[src/cpu_pkg.sv]
package cpu_pkg;

	// ========================================
	// widths
	// ========================================
	localparam int data_w   = 16;
	localparam int reg_aw   = 3;
	localparam int num_regs = 8;
	localparam int imm_w    = 6;
	localparam int shamt_w  = 4;

	// ========================================
	// instruction encodings
	// ========================================
	typedef enum logic [3:0] {
		op_add  = 4'd0,
		op_sub  = 4'd1,
		op_and  = 4'd2,
		op_xor  = 4'd3,
		op_addi = 4'd4,
		op_sll  = 4'd5,
		op_srl  = 4'd6
	} opcode_t;

	typedef struct packed {
		opcode_t           opcode;
		logic [reg_aw-1:0] rd;
		logic [reg_aw-1:0] rs1;
		logic [reg_aw-1:0] rs2;
		logic [2:0]        unused;
	} instr_r_t;

	// shift amount sits in the low immediate bits.
	typedef struct packed {
		opcode_t                  opcode;
		logic [reg_aw-1:0]        rd;
		logic [reg_aw-1:0]        rs1;
		logic signed [imm_w-1:0]  imm;
	} instr_i_t;

	typedef union packed {
		instr_r_t r;
		instr_i_t i;
	} instr_u;

	typedef struct packed {
		logic [reg_aw-1:0] rd;
		logic [data_w-1:0] value;
		logic              err;
	} result_t;

	typedef struct packed {
		opcode_t           opcode;
		logic [data_w-1:0] imm;
		logic              is_imm;
	} alu_op_t;

endpackage

[src/reg_file.sv]
`timescale 1ns/1ps

module reg_file (
	input  logic                       clk,
	input  logic                       rst_n,
	input  logic                       wr_en,
	input  logic [cpu_pkg::reg_aw-1:0] wr_addr,
	input  logic [cpu_pkg::data_w-1:0] wr_data,
	input  logic [cpu_pkg::reg_aw-1:0] rd1_addr,
	input  logic [cpu_pkg::reg_aw-1:0] rd2_addr,
	output logic [cpu_pkg::data_w-1:0] rd1_data,
	output logic [cpu_pkg::data_w-1:0] rd2_data
);

	logic [cpu_pkg::data_w-1:0] regs [cpu_pkg::num_regs];

	// ========================================
	// storage
	// ========================================
	always_ff @(posedge clk or negedge rst_n) begin
		if (!rst_n) begin
			for (int i = 0; i < cpu_pkg::num_regs; i++) begin
				regs[i] <= '0;
			end
		end else if (wr_en) begin
			regs[wr_addr] <= wr_data;
		end
	end

	// ========================================
	// read ports
	// ========================================
	// plain muxes, no read latency.
	always_comb begin
		rd1_data = regs[rd1_addr];
	end

	always_comb begin
		rd2_data = regs[rd2_addr];
	end

	// a write is seen by a read of the same register one cycle later.

endmodule

[src/alu.sv]
`timescale 1ns/1ps

module alu (
	input  logic                       clk,
	input  logic                       rst_n,
	input  logic                       load,
	input  logic                       shift_step,
	input  cpu_pkg::alu_op_t           op,
	input  logic [cpu_pkg::data_w-1:0] opa,
	input  logic [cpu_pkg::data_w-1:0] opb,
	output logic [cpu_pkg::data_w-1:0] result
);

	logic [cpu_pkg::data_w-1:0] a_q;
	logic [cpu_pkg::data_w-1:0] b_q;
	logic [cpu_pkg::data_w-1:0] sh_q;
	logic [cpu_pkg::data_w-1:0] b_eff;

	// operand latch and shift register.
	always_ff @(posedge clk or negedge rst_n) begin
		if (!rst_n) begin
			a_q  <= '0;
			b_q  <= '0;
			sh_q <= '0;
		end else if (load) begin
			a_q  <= opa;
			b_q  <= opb;
			sh_q <= opa;
		end else if (shift_step) begin
			if (op.opcode == cpu_pkg::op_srl) begin
				sh_q <= sh_q >> 1;
			end else begin
				sh_q <= sh_q << 1;
			end
		end
	end

	assign b_eff = op.is_imm ? op.imm : b_q;

	always_comb begin
		case (op.opcode)
			cpu_pkg::op_add,
			cpu_pkg::op_addi: result = a_q + b_eff;
			cpu_pkg::op_sub:  result = a_q - b_eff;
			cpu_pkg::op_and:  result = a_q & b_eff;
			cpu_pkg::op_xor:  result = a_q ^ b_eff;
			cpu_pkg::op_sll,
			cpu_pkg::op_srl:  result = sh_q;
			default:          result = '0;
		endcase
	end

endmodule

[src/shift_counter.sv]
`timescale 1ns/1ps

module shift_counter (
	input  logic                        clk,
	input  logic                        rst_n,
	input  logic                        load,
	input  logic [cpu_pkg::shamt_w-1:0] amount,
	input  logic                        step,
	output logic                        done
);

	logic [cpu_pkg::shamt_w-1:0] count;

	always_ff @(posedge clk or negedge rst_n) begin
		if (!rst_n) begin
			count <= '0;
		end else if (load) begin
			count <= amount;
		end else if (step && count != '0) begin
			count <= count - 1'b1;
		end
	end

	// zero amount finishes at once, else on the last step.
	assign done = (count == '0) || (step && count == 1);

endmodule

[src/exec_ctrl.sv]
`timescale 1ns/1ps

module exec_ctrl (
	input  logic                        clk,
	input  logic                        rst_n,
	input  logic                        in_valid,
	input  cpu_pkg::instr_u             in_instr,
	output logic                        in_ready,
	output logic                        out_valid,
	input  logic                        out_ready,
	output cpu_pkg::result_t            out_result,
	output logic [cpu_pkg::reg_aw-1:0]  rd1_addr,
	output logic [cpu_pkg::reg_aw-1:0]  rd2_addr,
	output cpu_pkg::alu_op_t            alu_op,
	output logic                        alu_load,
	output logic                        shift_step,
	output logic                        cnt_load,
	output logic [cpu_pkg::shamt_w-1:0] cnt_amount,
	input  logic                        shift_done,
	input  logic [cpu_pkg::data_w-1:0]  alu_result,
	output logic                        wr_en,
	output logic [cpu_pkg::reg_aw-1:0]  wr_addr,
	output logic [cpu_pkg::data_w-1:0]  wr_data
);

	typedef enum logic [2:0] {s_idle, s_read, s_exec, s_wb, s_resp} state_t;

	state_t            state;
	state_t            state_next;
	cpu_pkg::instr_u   instr_q;
	cpu_pkg::opcode_t  opcode;
	logic              is_imm;
	logic              is_shift;
	logic              illegal;

	// ========================================
	// decode
	// ========================================
	assign opcode     = instr_q.r.opcode;
	assign is_shift   = (opcode == cpu_pkg::op_sll) || (opcode == cpu_pkg::op_srl);
	assign is_imm     = is_shift || (opcode == cpu_pkg::op_addi);
	assign illegal    = !(is_imm || opcode inside {cpu_pkg::op_add, cpu_pkg::op_sub,
		cpu_pkg::op_and, cpu_pkg::op_xor});
	assign cnt_amount = instr_q.i.imm[cpu_pkg::shamt_w-1:0];

	assign rd1_addr = instr_q.r.rs1;
	assign rd2_addr = instr_q.r.rs2;

	always_comb begin
		alu_op.opcode = opcode;
		alu_op.imm    = {{(cpu_pkg::data_w - cpu_pkg::imm_w){instr_q.i.imm[cpu_pkg::imm_w-1]}},
			instr_q.i.imm};
		alu_op.is_imm = is_imm;
	end

	// ========================================
	// sequencing
	// ========================================
	always_comb begin
		state_next = state;
		case (state)
			s_idle: if (in_valid && in_ready) state_next = s_read;
			s_read: state_next = illegal ? s_wb : s_exec;
			s_exec: if (!is_shift || shift_done) state_next = s_wb;
			s_wb:   state_next = s_resp;
			s_resp: if (out_ready) state_next = s_idle;
			default: state_next = s_idle;
		endcase
	end

	always_ff @(posedge clk or negedge rst_n) begin
		if (!rst_n) begin
			state     <= s_idle;
			in_ready  <= 1'b0;
			out_valid <= 1'b0;
		end else begin
			state     <= state_next;
			in_ready  <= (state_next == s_idle);
			out_valid <= (state_next == s_resp);
		end
	end

	always_ff @(posedge clk) begin
		if (in_valid && in_ready) begin
			instr_q <= in_instr;
		end
	end

	assign alu_load   = (state == s_read);
	assign cnt_load   = (state == s_read) && is_shift;
	assign shift_step = (state == s_exec) && is_shift && (cnt_amount != '0);

	// write-back, dropped for an unknown opcode.
	assign wr_en   = (state == s_wb) && !illegal;
	assign wr_addr = instr_q.r.rd;
	assign wr_data = alu_result;

	always_ff @(posedge clk) begin
		if (state == s_wb) begin
			out_result.rd    <= instr_q.r.rd;
			out_result.value <= illegal ? '0 : alu_result;
			out_result.err   <= illegal;
		end
	end

endmodule

[src/cpu_exec.sv]
`timescale 1ns/1ps

module cpu_exec (
	input  logic             clk,
	input  logic             rst_n,
	input  logic             in_valid,
	output logic             in_ready,
	input  cpu_pkg::instr_u  in_instr,
	output logic             out_valid,
	input  logic             out_ready,
	output cpu_pkg::result_t out_result
);

	logic [cpu_pkg::reg_aw-1:0]  rd1_addr;
	logic [cpu_pkg::reg_aw-1:0]  rd2_addr;
	logic [cpu_pkg::data_w-1:0]  rd1_data;
	logic [cpu_pkg::data_w-1:0]  rd2_data;
	cpu_pkg::alu_op_t            alu_op;
	logic                        alu_load;
	logic                        shift_step;
	logic                        cnt_load;
	logic [cpu_pkg::shamt_w-1:0] cnt_amount;
	logic                        shift_done;
	logic [cpu_pkg::data_w-1:0]  alu_result;
	logic                        wr_en;
	logic [cpu_pkg::reg_aw-1:0]  wr_addr;
	logic [cpu_pkg::data_w-1:0]  wr_data;

	exec_ctrl u_ctrl (
		.clk        (clk),
		.rst_n      (rst_n),
		.in_valid   (in_valid),
		.in_instr   (in_instr),
		.in_ready   (in_ready),
		.out_valid  (out_valid),
		.out_ready  (out_ready),
		.out_result (out_result),
		.rd1_addr   (rd1_addr),
		.rd2_addr   (rd2_addr),
		.alu_op     (alu_op),
		.alu_load   (alu_load),
		.shift_step (shift_step),
		.cnt_load   (cnt_load),
		.cnt_amount (cnt_amount),
		.shift_done (shift_done),
		.alu_result (alu_result),
		.wr_en      (wr_en),
		.wr_addr    (wr_addr),
		.wr_data    (wr_data)
	);

	shift_counter u_cnt (
		.clk    (clk),
		.rst_n  (rst_n),
		.load   (cnt_load),
		.amount (cnt_amount),
		.step   (shift_step),
		.done   (shift_done)
	);

	alu u_alu (
		.clk        (clk),
		.rst_n      (rst_n),
		.load       (alu_load),
		.shift_step (shift_step),
		.op         (alu_op),
		.opa        (rd1_data),
		.opb        (rd2_data),
		.result     (alu_result)
	);

	reg_file u_rf (
		.clk      (clk),
		.rst_n    (rst_n),
		.wr_en    (wr_en),
		.wr_addr  (wr_addr),
		.wr_data  (wr_data),
		.rd1_addr (rd1_addr),
		.rd2_addr (rd2_addr),
		.rd1_data (rd1_data),
		.rd2_data (rd2_data)
	);

endmodule

[config.mk]
export PLATFORM = sky130hd
export DESIGN_NAME = cpu_exec
export DESIGN_NICKNAME = d
export VERILOG_FILES = /design/src/cpu_pkg.sv /design/src/reg_file.sv /design/src/alu.sv /design/src/shift_counter.sv /design/src/exec_ctrl.sv /design/src/cpu_exec.sv
export SDC_FILE = /design/constraint.sdc
export NUM_CORES = 1
export LEC_CHECK = 0
export BUFFER_PORTS_ARGS = -buffer_cell sky130_fd_sc_hd__buf_2
export CORE_ASPECT_RATIO = 1.2
export CORE_MARGIN = 1
export CORE_UTILIZATION = 35
export CTS_CLUSTER_DIAMETER = 30
export DETAILED_ROUTE_END_ITERATION = 6
export PLACE_DENSITY = 0.48
export SLEW_MARGIN = 20
export SYNTH_ARGS = -nofsm -noshare
export SYNTH_HDL_FRONTEND = slang
export SYNTH_SLANG_ARGS = --single-unit
[constraint.sdc]
create_clock -name clk -period 3.8 [get_ports clk]
set_clock_uncertainty 0.15 [all_clocks]
set_input_delay 0.76 -clock clk [delete_from_list [all_inputs] [get_ports clk]]
set_output_delay 0.76 -clock clk [all_outputs]
set_load 0.005 [all_outputs]
Yosys cells after proc, flatten, opt, wreduce, memory -nomap -nowiden:

Cells that the tools add are included.

* $lt $le $gt $ge: 4
* equality and inequality tests: 12
* bitwise gates (word level): 5
* add/sub/neg operators: 3
* reductions and logical operators: 26
* muxes and demuxes: 21

Operators by type and width (count)
* $mux 16: 9
* $bwmux 128: 1
* $bmux 16 s3: 2
* $pmux 16 s5: 1
* $demux 16 s3: 1
* $add 16x16->16: 1
* $and 16x16->16: 1
* $sub 16x16->16: 1
* $xor 16x16->16: 1
* $pmux 3 s5: 1
* $eq 4x3->1 const B: 3
* $ge 4x4->1 const B: 3
* $not 3->4: 3
* $reduce_bool 4->1: 3
* $mux 3: 3
* $eq 4x1->1 const B: 2
* $eq 4x2->1 const B: 2
* $logic_and 1x1->1: 8
* $logic_not 4->1: 2
* $mux 4: 2
* $eq 3x2->1 const B: 2
* $eq 3x3->1 const B: 2
* $logic_not 3->1: 2
* $logic_or 1x1->1: 5
* other kinds (7): 10

* output and inout port bits: 22
* register bits: 221
* input bits: 20

Logic depth before layout (Yosys ltp):

* depth in word-level cells: 10
* depth in mapped cells: 16
* gate-level depth less buffers: 15

Modules after synthesis:

Synthesis repeated with hierarchy kept, for this count alone.

* cells, all modules: 984
* area total of the unflattened synthesis: 12927.4 µm²

By module, submodules not included
* reg_file: area an instance 7000.5 µm², instances 1, cells an instance 393
* alu: area an instance 3910.0 µm², instances 1, cells an instance 442
* exec_ctrl: area an instance 1744.2 µm², instances 1, cells an instance 119
* shift_counter: area an instance 272.8 µm², instances 1, cells an instance 30

Worst setup path after synthesis:

No wires, ideal clock.

* path kind: reg2reg
* from: register u_ctrl.instr_q[12] (netlist name)
* to: register u_ctrl.out_result[15] (netlist name)
* buffers on the path: 2
* clock period less this slack: 3.904 ns
* path slack: -0.104 ns
* required time: 3.388 ns
* data arrival time: 3.492 ns
* stages on the path, launching flop included: 17
* cells stage by stage: edfxtp_1 > and2_1 > or2_0 > clkbuf_1 > clkbuf_1 > nand2_1 > nand2_1 > ha_1 > inv_1 > fa_1 > a211oi_1 > o211ai_1 > a31o_2 > a311oi_1 > xnor2_1 > a21oi_2 > inv_1

* word-level cells in the longest chain between the ends: 6

Ends and longest elaborated chain
* start: declaration: RTL line exec_ctrl.sv:30 `cpu_pkg::instr_u instr_q;`
* start signal: assignment: RTL line exec_ctrl.sv:85 `instr_q <= in_instr;`
* $eq 4x3->1: RTL line alu.sv:41, exec_ctrl.sv:40
* $logic_or 1x1->1: RTL line exec_ctrl.sv:40 `assign is_shift = (opcode == cpu_pkg::op_sll) || (opcode == cpu_pkg::op_srl);`
* $logic_or 1x1->1: RTL line exec_ctrl.sv:41 `assign is_imm = is_shift || (opcode == cpu_pkg::op_addi);`
* $mux 16: RTL line alu.sv:38 `assign b_eff = op.is_imm ? op.imm : b_q;`
* $sub 16x16->16 (tied with other cells): RTL line alu.sv:44 `cpu_pkg::op_sub: result = a_q - b_eff;`
* $pmux 16 s5: RTL line alu.sv:41 `case (op.opcode)`

Parallel ways exist; a longest one is shown, timed or not.
A chain may end at the register's enable or synchronous reset.

Final worst setup path:

* from: register u_ctrl.instr_q[15] (netlist name)
* to: register u_ctrl.out_result[11] (netlist name)

* word-level cells in the longest chain between the ends: 6

Ends and longest elaborated chain (RTL line)
* $eq 4x3->1: alu.sv:41, exec_ctrl.sv:40
* $logic_or 1x1->1: exec_ctrl.sv:40
* $logic_or 1x1->1: exec_ctrl.sv:41
* $mux 16: alu.sv:38
* $sub 16x16->16 (tied with other cells): alu.sv:44
* $pmux 16 s5: alu.sv:41

Parallel ways exist; a longest one is shown, timed or not.

==> impl_metrics.toml <==
[clocking]
cts_sinks = 221
clock_latency_ns = 0.54
ctsRootBufferMaster = "clkbuf_16"
numCtsBuffers = 45
cts_tree = "yes"
htreeDepth = 2
cts.path.max_buffers = 3
path_clk_slew_ns = 0.05
hold_buffers = 0

[finish]
nNetsFinal = 1341
most-common-layout-cells = "dfrtp_1, nand2_1, buf_4, nor2_1, a21oi_1"
area_growth_pct = 29.8
final_common_cell = "dfrtp_1"
final_area_mm2 = 0.0157
num_antenna_cells = 0
drive_gt1_frac = 0.323

[detailed_routing]
firstDrtPassIters = 5
drc = 0
wl_mm = 38.4
via_per_inst = 5.36
via_count = 9543
postRouteAntennaNets = 0
post_drt_wl_per_cell_um = 21.6
first_iter_violations = 547

[synthesis]
seq_area_frac_synth = 0.471
ys.flop_type = "dfrtp_1"
avgSynthCellArea_um2 = 10.7
synth_edf_count = 36
yosysWarnings = 0
synth_cell_type_count = 68
synth_seq_cells = 221
syn-num-nets = 1184
netlist_instances = 1131
synthArstFlopShare = 0.837
synth_area_mm2 = 0.0121

[timing]
setup_viol_count_final = 0
min_period_ns = 3.78
maxSlewViolCount = 0
hold_viol = 0
tightest_slew_ns = 0.817
finalWorstSetupSlack_ns = 0.0162
clock.fmax_mhz = 264
rsz0062_at_grt = "true"
slew_headroom = 0.455
setup-tns-final_ns = 0
fin_crit_sh = 0.996

[critical_path]
crit_path_start_kind = "flop"
arrival_ns = 3.92
cp_common_cell = "buf_6"
cpPeakStageDelay_ns = 0.40
critPathKind = "reg2reg"
cp-end-kind = "flop"
path_cells = "nand2b_4, or2_4, or3_1, o311ai_2, xor2_1, ha_1, buf_6, a211oi_4, o211ai_1, a31o_4, buf_6, xor2_2, a221oi_2, buf_4, inv_2"
cp_slowest_cell = "edfxtp_1"
cp_max_fo = 5
required_ns = 3.94

[floorplanning]
die_area_mm2 = 0.0354
placementRows = 74
core_mm2 = 0.0341
num_io_pins = 42
die_h_um = 206
dieWidth_um = 172
start_util = 0.356

[outcome]
status = "completed"

[place]
dpl_worst_slack_ns = -0.237
post_dp_cell_area_mm2 = 0.0137
io_buffers = 41
place_hpwl_mm = 25.5
gp_congestion = 0.939

[grt]
grt_usage = 0.226
grt_pass1_wl_mm = 59.0
grt_pass1_vias = 9623
antenna_found_initial = 0
grt_overflow = 0
grt_max_degree = 91

[min_path]
hp-class = "in2async"

[power]
p_leak_nw = 6.84
peakVddDrop_uv = 398
p_per_area_mw_per_mm2 = 974

[job]
cap_violations = 0
stage by stage:
stage	util	total power, mW	cells	hold WS (ns)
CTS	0.456	15.1	1777	0.140
floorplan	-	7.78	1131	0.311
global route	0.462	16.3	1781	0.170
global placement	0.401	10.3	1681	0.326
finish	0.462	15.3	1781	0.106
detailed placement	0.401	10.4	1681	0.334
synthesized netlist by cell type, drive strengths merged, types with 2 or more instances:
cell,number,share of area
mux2i,14,0.012
mux4,64,0.12
a31oi,47,0.024
nor3,10,0.0041
a2111o,2,0.0019
nor2b,19,0.0098
o32a,2,0.0017
nand2b,21,0.011
o22ai,2,0.0010
inv,27,0.0084
a31o,2,0.0014
dfrtp,185,0.38
or3,4,0.0021
o31ai,5,0.0031
or2,2,0.0010
nand2,136,0.042
and3,4,0.0021
a222oi,3,0.0025
xnor2,23,0.019
a211oi,18,0.012
o21ai,64,0.026
and2,4,0.0021
nor2,123,0.038
o221ai,3,0.0022
ha,32,0.033
o21a,4,0.0025
clkbuf,50,0.015
nor4,4,0.0021
nand3b,3,0.0019
edfxtp,36,0.089
a22oi,8,0.0050
mux2,38,0.035
a211o,4,0.0030
a221oi,2,0.0025
buf,23,0.0088
a21oi,88,0.037
o211ai,2,0.0012
or4,3,0.0019
xor2,10,0.0072
a21o,15,0.0093
nand3,7,0.0029
a21boi,2,0.0012
path summary, 6_finish.rpt:
path | cells after the start | startpoint | slack (ns) | end
max | 15 | u_ctrl.instr_q[15] | 0.02 | u_ctrl.out_result[11]
min | 1 | rst_n | 0.11 | u_alu.b_q[8]
max reg2reg | 15 | u_ctrl.instr_q[15] | 0.02 | u_ctrl.out_result[11]
min reg2reg | 2 | u_rf.regs[70] | 0.34 | u_rf.regs[70]
max in group asynchronous | 2 | rst_n | 2.52 | u_rf.regs[91]
min in group clk | 1 | in_instr[6] | 0.24 | u_ctrl.instr_q[6]
layout make-up:
class / instances / area, µm²
clock buffers: 60 / 1290
fillers: 3291 / 18300
inverters: 28 / 105
multi-input cells: 809 / 6320
well taps: 456 / 571
clock inverters: 24 / 350
flip-flops and latches: 221 / 5710
repair buffers: 183 / 1380
registers in the layout, indices dropped and copies added (netlist names):
name               count
u_ctrl.in_ready        1
u_alu.b_q             16
u_alu.a_q             16
u_ctrl.out_valid       1
u_ctrl.state           3
u_rf.regs            128
u_ctrl.out_result     20
u_alu.sh_q            16
u_cnt.count            4
u_ctrl.instr_q        16
critical path, delay by kind of cell (launching register included):
| kind | cells | cell delay, ns |
|---|---|---|
| adders and majority gates | 1 | 0.28 |
| buffers and inverters | 4 | 0.50 |
| xor gates and xnor gates | 2 | 0.32 |
| DFF | 1 | 0.40 |
| and+or+nand+nor | 3 | 0.77 |
| AOI/OAI and AO/OA | 5 | 1.10 |
cell families after synthesis:
logic type,Yosys count,synth area share
AND/OR/NAND/NOR,346,0.126
AO/OA/AOI/OAI,281,0.143
flip-flops,221,0.471
multiplexers,116,0.166
buffers and inverters,101,0.0329
XOR/XNOR,33,0.0260
adder cells (fa/ha/maj),33,0.0347
routing by layer:
layer	part of all wire	wire [µm]	track usage
met4	0.022	856	0.0711
met5	0	0	0
met2	0.48	18500	0.362
met3	0.037	1420	0.0265
met1	0.46	17700	0.320
power breakdown:
| part | switching (mW) | total [mW] | leakage, nW | internal (mW) |
|---|---|---|---|---|
| clock network | 1.32 | 4.25 | 0.793 | 2.93 |
| registers | 0.786 | 4.13 | 2.76 | 3.34 |
| logic | 3.52 | 6.95 | 3.28 | 3.43 |
| total | 5.63 | 15.3 | 6.84 | 9.70 |
timing repair:
action / 4_1_cts / 5_1_grt
setup buffers: 10 / 5
pin swaps: 30 / 30
endpoints found under the setup margin: 62 / 68
resized for setup: 40 / 39
cloned: 2 / 1
Power figures use the tool's default switching activity.
